`config.mk`:
```
export PLATFORM = sky130hd
export DESIGN_NAME = vi_core
export DESIGN_NICKNAME = d
export VERILOG_FILES = /design/src/hw/vi_core_pkg.sv /design/src/hw/bypass_ctrl.sv /design/src/hw/decoder.sv /design/src/hw/fetch.sv /design/src/hw/int_alu.sv /design/src/hw/int_registers.sv /design/src/hw/mult_pipe.sv /design/src/hw/vi_core.sv
export VERILOG_INCLUDE_DIRS = /design/src /design/src/hw
export SDC_FILE = /design/constraint.sdc
export NUM_CORES = 2
export LEC_CHECK = 0
export ABC_CLOCK_PERIOD_IN_PS = 18160
export BUFFER_PORTS_ARGS = -buffer_cell sky130_fd_sc_hd__buf_2
export CAP_MARGIN = 20
export CORE_ASPECT_RATIO = 0.75
export CORE_MARGIN = 4
export CORE_UTILIZATION = 30
export CTS_CLUSTER_SIZE = 20
export DETAILED_ROUTE_END_ITERATION = 16
export GPL_TIMING_DRIVEN = 0
export HOLD_SLACK_MARGIN = 0.06
export PLACE_DENSITY = 0.45
export SLEW_MARGIN = 20
export SYNTH_ARGS = -nofsm -noshare
export SYNTH_HDL_FRONTEND = slang
export SYNTH_SLANG_ARGS = --single-unit
export TNS_END_PERCENT = 100
```
`constraint.sdc`:
```
create_clock -name clk_i -period 18.16 [get_ports clk_i]
set_input_delay 3.632 -clock clk_i [delete_from_list [all_inputs] [get_ports clk_i]]
set_output_delay 3.632 -clock clk_i [all_outputs]
set_load 0.02 [all_outputs]
```
`src/hw/vi_core_macros.svh`:
```
// Core-wide widths and instruction field positions, included by the package and RTL
`ifndef VI_CORE_MACROS_SVH
`define VI_CORE_MACROS_SVH

// Datapath and register file sizes
`define VI_XLEN        32
`define VI_REG_AW      5
`define VI_NREGS       32

// Multiply latency in stages after execute
`define VI_MULT_STAGES 5

// RV32 instruction fields
`define VI_OPC_W       7
`define VI_RD_LSB      7
`define VI_F3_LSB      12
`define VI_RS1_LSB     15
`define VI_RS2_LSB     20
`define VI_F7_LSB      25
`define VI_IMM_LSB     20
`define VI_IMM_W       12

`endif

```
`src/hw/vi_core_pkg.sv`:
```
// Shared types of the integer pipeline, imported by the core modules and the testbench
`default_nettype none

`include "vi_core_macros.svh"

package vi_core_pkg;

	typedef logic [`VI_XLEN-1:0]   word_t;
	typedef logic [`VI_REG_AW-1:0] reg_addr_t;

	// Major opcodes that survive decode
	typedef enum logic [`VI_OPC_W-1:0] {
		OPC_NONE = 7'b0000000,
		OPC_REG  = 7'b0110011,
		OPC_IMM  = 7'b0010011
	} opcode_e;

	typedef enum logic [3:0] {
		ALU_ADD = 4'd0,
		ALU_SUB = 4'd1,
		ALU_AND = 4'd2,
		ALU_OR  = 4'd3,
		ALU_XOR = 4'd4,
		ALU_SLT = 4'd5,
		ALU_MUL = 4'd6
	} alu_op_e;

	typedef struct packed {
		alu_op_e   op;
		logic      use_imm;
		logic      we;
		reg_addr_t rd;
		logic      is_mul;
	} dec_ctrl_t;

	typedef struct packed {
		dec_ctrl_t ctrl;
		word_t     a;
		word_t     b;
		logic      valid;
	} exe_op_t;

	typedef struct packed {
		logic      valid;
		reg_addr_t rd;
		word_t     data;
	} wb_req_t;

	// What a multiply stage holds, seen by the hazard logic
	typedef struct packed {
		logic      valid;
		reg_addr_t rd;
	} mult_track_t;

endpackage

`default_nettype wire

```
`src/hw/bypass_ctrl.sv`:
```
// Operand forwarding and decode stall for multiply hazards and write-back collisions
`timescale 1ns/1ps
`default_nettype none

`include "vi_core_macros.svh"

module bypass_ctrl import vi_core_pkg::*; (
	input  wire reg_addr_t rs1_i,
	input  wire reg_addr_t rs2_i,
	input  wire word_t     rf1_i,
	input  wire word_t     rf2_i,
	input  wire word_t     imm_i,
	input  wire dec_ctrl_t ctrl_i,
	input  wire wb_req_t   alu_fwd_i,
	input  wire wb_req_t   mult_fwd_i,
	input  wire wb_req_t   wb_fwd_i,
	input  wire mult_track_t [`VI_MULT_STAGES-1:0] mult_track_i,
	output exe_op_t        op_o,
	output logic           stall_o
);

	word_t opnd_a;
	word_t opnd_b;
	logic  hazard;
	logic  collide;

	// Youngest producer wins
	function automatic word_t pick(input reg_addr_t rs, input word_t rf);
		word_t v;
		v = rf;
		if (wb_fwd_i.valid && wb_fwd_i.rd == rs) begin
			v = wb_fwd_i.data;
		end
		if (mult_fwd_i.valid && mult_fwd_i.rd == rs) begin
			v = mult_fwd_i.data;
		end
		if (alu_fwd_i.valid && alu_fwd_i.rd == rs) begin
			v = alu_fwd_i.data;
		end
		return v;
	endfunction

	always_comb begin
		opnd_a = pick(rs1_i, rf1_i);
		opnd_b = pick(rs2_i, rf2_i);
	end

	// Multiplies from execute to stage 4 have no result yet
	always_comb begin
		hazard = 1'b0;
		for (int k = 0; k < `VI_MULT_STAGES; k++) begin
			if (mult_track_i[k].valid) begin
				if (rs1_i != '0 && mult_track_i[k].rd == rs1_i) begin
					hazard = 1'b1;
				end
				if (!ctrl_i.use_imm && rs2_i != '0 && mult_track_i[k].rd == rs2_i) begin
					hazard = 1'b1;
				end
				if (mult_track_i[k].rd == ctrl_i.rd) begin
					hazard = 1'b1;
				end
			end
		end
	end

	// ALU op now and multiply in stage 4 would both land in write-back
	assign collide = !ctrl_i.is_mul && mult_track_i[`VI_MULT_STAGES-1].valid;
	assign stall_o = ctrl_i.we & (hazard | collide);

	always_comb begin
		op_o.ctrl  = ctrl_i;
		op_o.a     = opnd_a;
		op_o.b     = ctrl_i.use_imm ? imm_i : opnd_b;
		op_o.valid = ctrl_i.we;
	end

endmodule

`default_nettype wire

```
`src/hw/decoder.sv`:
```
// Decode of the kept integer instructions into register indices, immediate and control
`timescale 1ns/1ps
`default_nettype none

`include "vi_core_macros.svh"

module decoder import vi_core_pkg::*; (
	input  wire word_t instr_i,
	input  wire logic  instr_valid_i,
	output reg_addr_t  rs1_o,
	output reg_addr_t  rs2_o,
	output word_t      imm_o,
	output dec_ctrl_t  ctrl_o
);

	opcode_e   opc;
	logic [2:0] f3;
	logic [6:0] f7;
	reg_addr_t  rd;
	logic       known;

	assign opc   = opcode_e'(instr_i[`VI_OPC_W-1:0]);
	assign f3    = instr_i[`VI_F3_LSB +: 3];
	assign f7    = instr_i[`VI_F7_LSB +: 7];
	assign rd    = instr_i[`VI_RD_LSB +: `VI_REG_AW];
	assign rs1_o = instr_i[`VI_RS1_LSB +: `VI_REG_AW];
	assign rs2_o = instr_i[`VI_RS2_LSB +: `VI_REG_AW];
	assign imm_o = word_t'($signed(instr_i[`VI_IMM_LSB +: `VI_IMM_W]));

	always_comb begin
		ctrl_o  = '0;
		known   = 1'b0;
		ctrl_o.rd = rd;
		case (opc)
			OPC_REG: begin
				known = 1'b1;
				case ({f7, f3})
					{7'b0000000, 3'b000}: ctrl_o.op = ALU_ADD;
					{7'b0100000, 3'b000}: ctrl_o.op = ALU_SUB;
					{7'b0000000, 3'b111}: ctrl_o.op = ALU_AND;
					{7'b0000000, 3'b110}: ctrl_o.op = ALU_OR;
					{7'b0000000, 3'b100}: ctrl_o.op = ALU_XOR;
					{7'b0000000, 3'b010}: ctrl_o.op = ALU_SLT;
					{7'b0000001, 3'b000}: begin
						ctrl_o.op     = ALU_MUL;
						ctrl_o.is_mul = 1'b1;
					end
					default: known = 1'b0;
				endcase
			end
			OPC_IMM: begin
				known          = 1'b1;
				ctrl_o.use_imm = 1'b1;
				case (f3)
					3'b000:  ctrl_o.op = ALU_ADD;
					3'b111:  ctrl_o.op = ALU_AND;
					3'b110:  ctrl_o.op = ALU_OR;
					3'b100:  ctrl_o.op = ALU_XOR;
					3'b010:  ctrl_o.op = ALU_SLT;
					default: known = 1'b0;
				endcase
			end
			default: known = 1'b0;
		endcase
		// Anything else, and any write to x0, is a no-op
		ctrl_o.we = instr_valid_i & known & (rd != '0);
	end

endmodule

`default_nettype wire

```
`src/hw/fetch.sv`:
```
// Sequential fetch with the instruction register that feeds decode
`timescale 1ns/1ps
`default_nettype none

module fetch import vi_core_pkg::*; (
	input  wire logic  clk_i,
	input  wire logic  rst_n_i,
	input  wire logic  stall_i,
	input  wire word_t imem_data_i,
	output word_t      imem_addr_o,
	output word_t      instr_o,
	output logic       instr_valid_o
);

	word_t pc_q;
	word_t instr_q;
	logic  valid_q;

	// Instruction memory is word addressed
	assign imem_addr_o = pc_q >> 2;

	always_ff @(posedge clk_i) begin
		if (!rst_n_i) begin
			pc_q    <= '0;
			valid_q <= 1'b0;
		end else if (!stall_i) begin
			pc_q    <= pc_q + 4;
			valid_q <= 1'b1;
		end
	end

	always_ff @(posedge clk_i) begin
		if (!stall_i) begin
			instr_q <= imem_data_i;
		end
	end

	assign instr_o       = instr_q;
	assign instr_valid_o = valid_q;

endmodule

`default_nettype wire

```
`src/hw/int_alu.sv`:
```
// Single-cycle integer ALU of the execute stage
`timescale 1ns/1ps
`default_nettype none

module int_alu import vi_core_pkg::*; (
	input  wire exe_op_t op_i,
	output wb_req_t      res_o
);

	word_t result;

	always_comb begin
		case (op_i.ctrl.op)
			ALU_ADD: result = op_i.a + op_i.b;
			ALU_SUB: result = op_i.a - op_i.b;
			ALU_AND: result = op_i.a & op_i.b;
			ALU_OR:  result = op_i.a | op_i.b;
			ALU_XOR: result = op_i.a ^ op_i.b;
			ALU_SLT: result = word_t'($signed(op_i.a) < $signed(op_i.b));
			default: result = '0;
		endcase
	end

	// Multiplies leave through the multiply pipe
	assign res_o.valid = op_i.valid & ~op_i.ctrl.is_mul;
	assign res_o.rd    = op_i.ctrl.rd;
	assign res_o.data  = result;

endmodule

`default_nettype wire

```
`src/hw/int_registers.sv`:
```
// Integer register file, read combinationally in decode and written from write-back
`timescale 1ns/1ps
`default_nettype none

`include "vi_core_macros.svh"

module int_registers import vi_core_pkg::*; (
	input  wire logic      clk_i,
	input  wire logic      rst_n_i,
	input  wire reg_addr_t rs1_i,
	input  wire reg_addr_t rs2_i,
	input  wire wb_req_t   wr_i,
	output word_t          rd1_o,
	output word_t          rd2_o
);

	word_t regs_q [`VI_NREGS];

	always_ff @(posedge clk_i) begin
		if (!rst_n_i) begin
			for (int r = 0; r < `VI_NREGS; r++) begin
				regs_q[r] <= '0;
			end
		end else if (wr_i.valid && wr_i.rd != '0) begin
			regs_q[wr_i.rd] <= wr_i.data;
		end
	end

	// Old contents on a same-cycle write, the bypass covers the new value
	assign rd1_o = regs_q[rs1_i];
	assign rd2_o = regs_q[rs2_i];

endmodule

`default_nettype wire

```
`src/hw/mult_pipe.sv`:
```
// Fixed-latency multiply pipeline, product formed in stage 1 and carried to stage 5
`timescale 1ns/1ps
`default_nettype none

`include "vi_core_macros.svh"

module mult_pipe import vi_core_pkg::*; (
	input  wire logic    clk_i,
	input  wire logic    rst_n_i,
	input  wire exe_op_t op_i,
	output wb_req_t      res_o,
	output mult_track_t [`VI_MULT_STAGES-1:0] track_o
);

	mult_track_t trk_q [1:`VI_MULT_STAGES];
	word_t       prod_q [1:`VI_MULT_STAGES];
	logic        take;

	assign take = op_i.valid & op_i.ctrl.is_mul;

	always_ff @(posedge clk_i) begin
		if (!rst_n_i) begin
			for (int s = 1; s <= `VI_MULT_STAGES; s++) begin
				trk_q[s] <= '0;
			end
		end else begin
			trk_q[1].valid <= take;
			trk_q[1].rd    <= op_i.ctrl.rd;
			for (int s = 2; s <= `VI_MULT_STAGES; s++) begin
				trk_q[s] <= trk_q[s-1];
			end
		end
	end

	// Low 32 bits only
	always_ff @(posedge clk_i) begin
		prod_q[1] <= op_i.a * op_i.b;
		for (int s = 2; s <= `VI_MULT_STAGES; s++) begin
			prod_q[s] <= prod_q[s-1];
		end
	end

	// Entry 0 is the multiply still in execute
	always_comb begin
		track_o[0].valid = take;
		track_o[0].rd    = op_i.ctrl.rd;
		for (int s = 1; s < `VI_MULT_STAGES; s++) begin
			track_o[s] = trk_q[s];
		end
	end

	assign res_o.valid = trk_q[`VI_MULT_STAGES].valid;
	assign res_o.rd    = trk_q[`VI_MULT_STAGES].rd;
	assign res_o.data  = prod_q[`VI_MULT_STAGES];

endmodule

`default_nettype wire

```
`src/hw/vi_core.sv`:
```
// Top of the in-order integer core, fetch to write-back, with the instruction port
`timescale 1ns/1ps
`default_nettype none

`include "vi_core_macros.svh"

module vi_core import vi_core_pkg::*; (
	input  wire logic  clk_i,
	input  wire logic  rst_n_i,
	input  wire word_t imem_data_i,
	output word_t      imem_addr_o,
	output wb_req_t    wb_o
);

	// Fetch and decode
	word_t     instr;
	logic      instr_valid;
	reg_addr_t rs1;
	reg_addr_t rs2;
	word_t     imm;
	dec_ctrl_t dec_ctrl;
	word_t     rf1;
	word_t     rf2;
	exe_op_t   dec_op;
	logic      stall;

	// Execute and write-back
	exe_op_t   exe_q;
	wb_req_t   alu_res;
	wb_req_t   mult_res;
	wb_req_t   wb_q;
	mult_track_t [`VI_MULT_STAGES-1:0] mult_track;

	fetch fetch (
		.clk_i         (clk_i),
		.rst_n_i       (rst_n_i),
		.stall_i       (stall),
		.imem_data_i   (imem_data_i),
		.imem_addr_o   (imem_addr_o),
		.instr_o       (instr),
		.instr_valid_o (instr_valid)
	);

	decoder decoder (
		.instr_i       (instr),
		.instr_valid_i (instr_valid),
		.rs1_o         (rs1),
		.rs2_o         (rs2),
		.imm_o         (imm),
		.ctrl_o        (dec_ctrl)
	);

	int_registers int_registers (
		.clk_i   (clk_i),
		.rst_n_i (rst_n_i),
		.rs1_i   (rs1),
		.rs2_i   (rs2),
		.wr_i    (wb_q),
		.rd1_o   (rf1),
		.rd2_o   (rf2)
	);

	bypass_ctrl bypass_ctrl (
		.rs1_i        (rs1),
		.rs2_i        (rs2),
		.rf1_i        (rf1),
		.rf2_i        (rf2),
		.imm_i        (imm),
		.ctrl_i       (dec_ctrl),
		.alu_fwd_i    (alu_res),
		.mult_fwd_i   (mult_res),
		.wb_fwd_i     (wb_q),
		.mult_track_i (mult_track),
		.op_o         (dec_op),
		.stall_o      (stall)
	);

	// A stalled decode sends a bubble into execute
	always_ff @(posedge clk_i) begin
		if (!rst_n_i || stall) begin
			exe_q <= '0;
		end else begin
			exe_q <= dec_op;
		end
	end

	int_alu int_alu (
		.op_i  (exe_q),
		.res_o (alu_res)
	);

	mult_pipe mult_pipe (
		.clk_i   (clk_i),
		.rst_n_i (rst_n_i),
		.op_i    (exe_q),
		.res_o   (mult_res),
		.track_o (mult_track)
	);

	// Stall rule 3 keeps these two exclusive
	always_ff @(posedge clk_i) begin
		if (!rst_n_i) begin
			wb_q <= '0;
		end else begin
			wb_q <= mult_res.valid ? mult_res : alu_res;
		end
	end

	assign wb_o = wb_q;

endmodule

`default_nettype wire

```
==> results.py <==
metrics = {
    "finish": {
        "drive_gt1_frac": 0.171,
        "fin_cells": 11400,
        "synthToLayoutAreaGrowth_pct": 14.9,
        "layout.nets": 7998,
        "final_core_util": 0.348,
    },
    "worst_hold_path": {
        "min_path_type": "flop to flop",
        "min_path_cells": 0,
    },
    "critical_path": {
        "r2r_cells": 30,
        "crit_arrival_ns": 11.14,
        "cp.depth": 30,
        "critPathTopFamily": "adder cells",
        "worstSetupPathType": "flop to flop",
        "cp.buffers_inverters": 11,
        "endpoint_kind": "flop",
        "slowest_delay_ns": 1.01,
        "path_max_fanout": 10,
        "critical_path.slowest_cell": "clkinv_1",
        "crit_top_cell": "fa_1",
        "startpoint_type": "flop",
        "cp_data_required_time_ns": 18.80,
    },
    "clock_tree": {
        "cts-root-buf": "clkbuf_16",
        "cts_max_path_buffers": 4,
        "cts_made_buffers": 162,
        "cts_tree": "yes",
        "cts_setup_buffers": 0,
        "clk_latency_ns": 0.85,
        "cts_sinks": 1399,
        "cts_resized": 0,
        "clkTransAtPathRegs_ns": 0.07,
        "htreeDepth": 4,
        "holdBufCountCts": 0,
    },
    "die": {
        "die_h_um": 474,
        "fp.dieArea_um2": 299000,
        "io_pins": 104,
        "start_util": 0.303,
        "die_x_um": 630,
        "rows": 170,
        "core-area_um2": 287000,
    },
    "yosys": {
        "synth-edff-count": 1056,
        "ys_types": 85,
        "postSynthAreaPerCell_um2": 12.5,
        "synth-async-reset-ratio": 0,
        "yosys.area.top_type_share": 0.365,
        "synth_xor_area_frac": 0.0219,
        "syn_inst": 6953,
        "synthFlopType": "edfxtp_1",
        "yosys-top-cells-count": "edfxtp_1 (1056), and2_1 (1033), mux4_2 (640), nor2_1 (541), inv_1 (488)",
        "synth-compound-area-share": 0.0508,
        "yosysMostFrequentCell": "edfxtp_1",
        "ys_ff_latch": 1399,
        "ys_top_cells_by_area": "edfxtp_1 (36%), mux4_2 (17%), fa_1 (9.4%)",
        "muxShareOfSynthArea": 0.179,
        "synth_top_family_by_area": "multiplexers",
        "synthAdderAreaFrac": 0.126,
        "yosysSeqAreaShare": 0.444,
        "netlist_area_um2": 86900,
        "yosys.area_share.simple": 0.132,
        "synth_top_area_cell": "edfxtp_1",
        "yosysWarningCount": 0,
    },
    "placed_design": {
        "port_buffers": 101,
        "placed_cells": 11000,
        "place.detailed.hpwl_mm": 341,
        "place.gp.congestion": 1.06,
    },
    "flow_run": {
        "max_cap_violations": 0,
    },
    "global_routing": {
        "use_met3": 0.157,
        "grt_use_total": 0.281,
        "grt_antenna_before_repair": 69,
        "grt_pass1_wl_mm": 565,
        "grt_pass1_vias": 60900,
        "busiest_layer": "met1",
        "grt_max_degree": 33,
        "met1_usage": 0.425,
        "gr-usage-met2": 0.328,
        "grt.overflow.total": 0,
    },
    "routing": {
        "routed_wl_mm": 429,
        "wl_per_cell_um": 37.8,
        "drc": 0,
        "vias": 64300,
        "initialDrtViolationCount": 10700,
        "first_pass_iters": 6,
        "ant_nets": 0,
        "post_drt_via_cell_ratio": 5.67,
    },
    "outcome": {
        "status": "completed",
    },
    "sta": {
        "finalSetupViolations": 0,
        "grt_setup_unrepaired": "false",
        "fin_tns_setup_ns": 0,
        "relSlewSlack": 0.129,
        "slew_viol_final": 0,
        "finClkSkew_ns": 0.0783,
        "finalCritPeriodShare": 0.578,
        "hold_viol_final": 0,
        "worstMarginPinSlew_ns": 1.31,
        "period_needed_ns": 10.50,
        "max_freq_ghz": 0.0953,
    },
    "power_and_ir_drop": {
        "powerDensity_nw_per_um2": 96.9,
        "vdd_drop_max_mv": 0.0565,
        "leakagePower_nw": 37.6,
    },
}
## stage by stage
step / total power, W / hold slack, ns / cell area [um2] / setup slack, ns
6_report: 0.00969 / 0.318 / 99900 / 7.66
5_1_grt: 0.00993 / 0.325 / 99800 / 7.34
4_1_cts: 0.00960 / 0.321 / 99800 / 8.06
3_5_place_dp: 0.00638 / 0.312 / 94800 / 8.09
3_3_place_gp: 0.00635 / 0.311 / 92400 / 6.37
2_1_floorplan: 0.00511 / 0.310 / 87100 / 10.80
## cells in the final DEF (no fill, tap or decap), types with 19 or more instances in the layout
cell	count
a31oi_1	25
nor3_1	56
o211ai_1	47
nand2b_1	23
nand3_1	44
buf_1	26
nor2_1	540
conb_1	34
ha_1	220
and3_1	19
clkinv_1	45
buf_16	52
diode_2	30
nand2_1	380
buf_2	172
inv_1	487
a21oi_1	153
clkbuf_1	425
mux2i_1	97
and2_1	1033
nor4_1	26
dfxtp_1	341
fa_1	410
clkinv_2	28
xnor2_1	139
clkbuf_16	164
xor2_1	78
o21ai_0	128
mux4_2	640
clkbuf_2	65
a21o_1	26
edfxtp_1	1056
a211oi_1	102
o21ai_4	27
## metal layers
metal | vias to the layer above | wire length [um]
li1 | 25500 | -
met1 | 33800 | 193000
met2 | 4562 | 149000
met3 | 523 | 72700
met4 | 24 | 14000
met5 | - | 662
## kinds of logic (layout without fill, tap and decap cells)
logic type,count (synthesis),count (layout)
multiplexers,755,755
AND/OR/NAND/NOR,2208,2208
other,1,64
buffers and inverters,1069,1535
flip-flops,1399,1399
adder cells (fa/ha/maj),630,630
XOR/XNOR,217,217
AO/OA/AOI/OAI,674,674
## registers in the layout (all words and copies together) (netlist names), named ones only
signal	cells
wb_o	38
mult_pipe.trk_q	30
fetch.instr_o	32
exe_q	74
fetch.pc_q	30
mult_pipe.prod_q	160
fetch.instr_valid_o	1
int_registers.regs_q	1024
## final cells by class
cell class                 instances  area (um2)
sequential                      1399       38600
clock buffer                     194        4260
inverter                         503        1890
clock inverter                    88         709
antenna                           30        75.1
buffer                           566        2320
fill                           28200      187000
timing repair buffer             184        2440
multi-input combinational       4518       44800
tap                             3870        4840
## worst paths after layout
kind	startpoint	to	slack (ns)
min	mult_pipe.prod_q[0][63]$_DFF_P_	mult_pipe.prod_q[0][95]$_DFF_P_	0.32
min reg2reg	mult_pipe.prod_q[0][63]$_DFF_P_	mult_pipe.prod_q[0][95]$_DFF_P_	0.32
max	exe_q[38]$_SDFF_PP0_	mult_pipe.prod_q[0][63]$_DFF_P_	7.66
max reg2reg	exe_q[38]$_SDFF_PP0_	mult_pipe.prod_q[0][63]$_DFF_P_	7.66
## where the power goes
group	internal [W]	switching (W)
Clock	0.00181	0.00142
Combinational	0.000806	0.00164
Sequential	0.00369	0.000316
Total	0.00631	0.00337
## worst reg2reg max path: cells and delay by family, from the launching register on
family / cells / cell delay, ns
DFF: 1 / 0.40
and+or+nand+nor: 2 / 0.50
buffers and inverters: 11 / 2.79
AOI/OAI and AO/OA: 7 / 2.26
xor gates and xnor gates: 1 / 0.51
adders and majority gates: 9 / 3.86
Note: power is estimated with default switching activity, not from simulation.
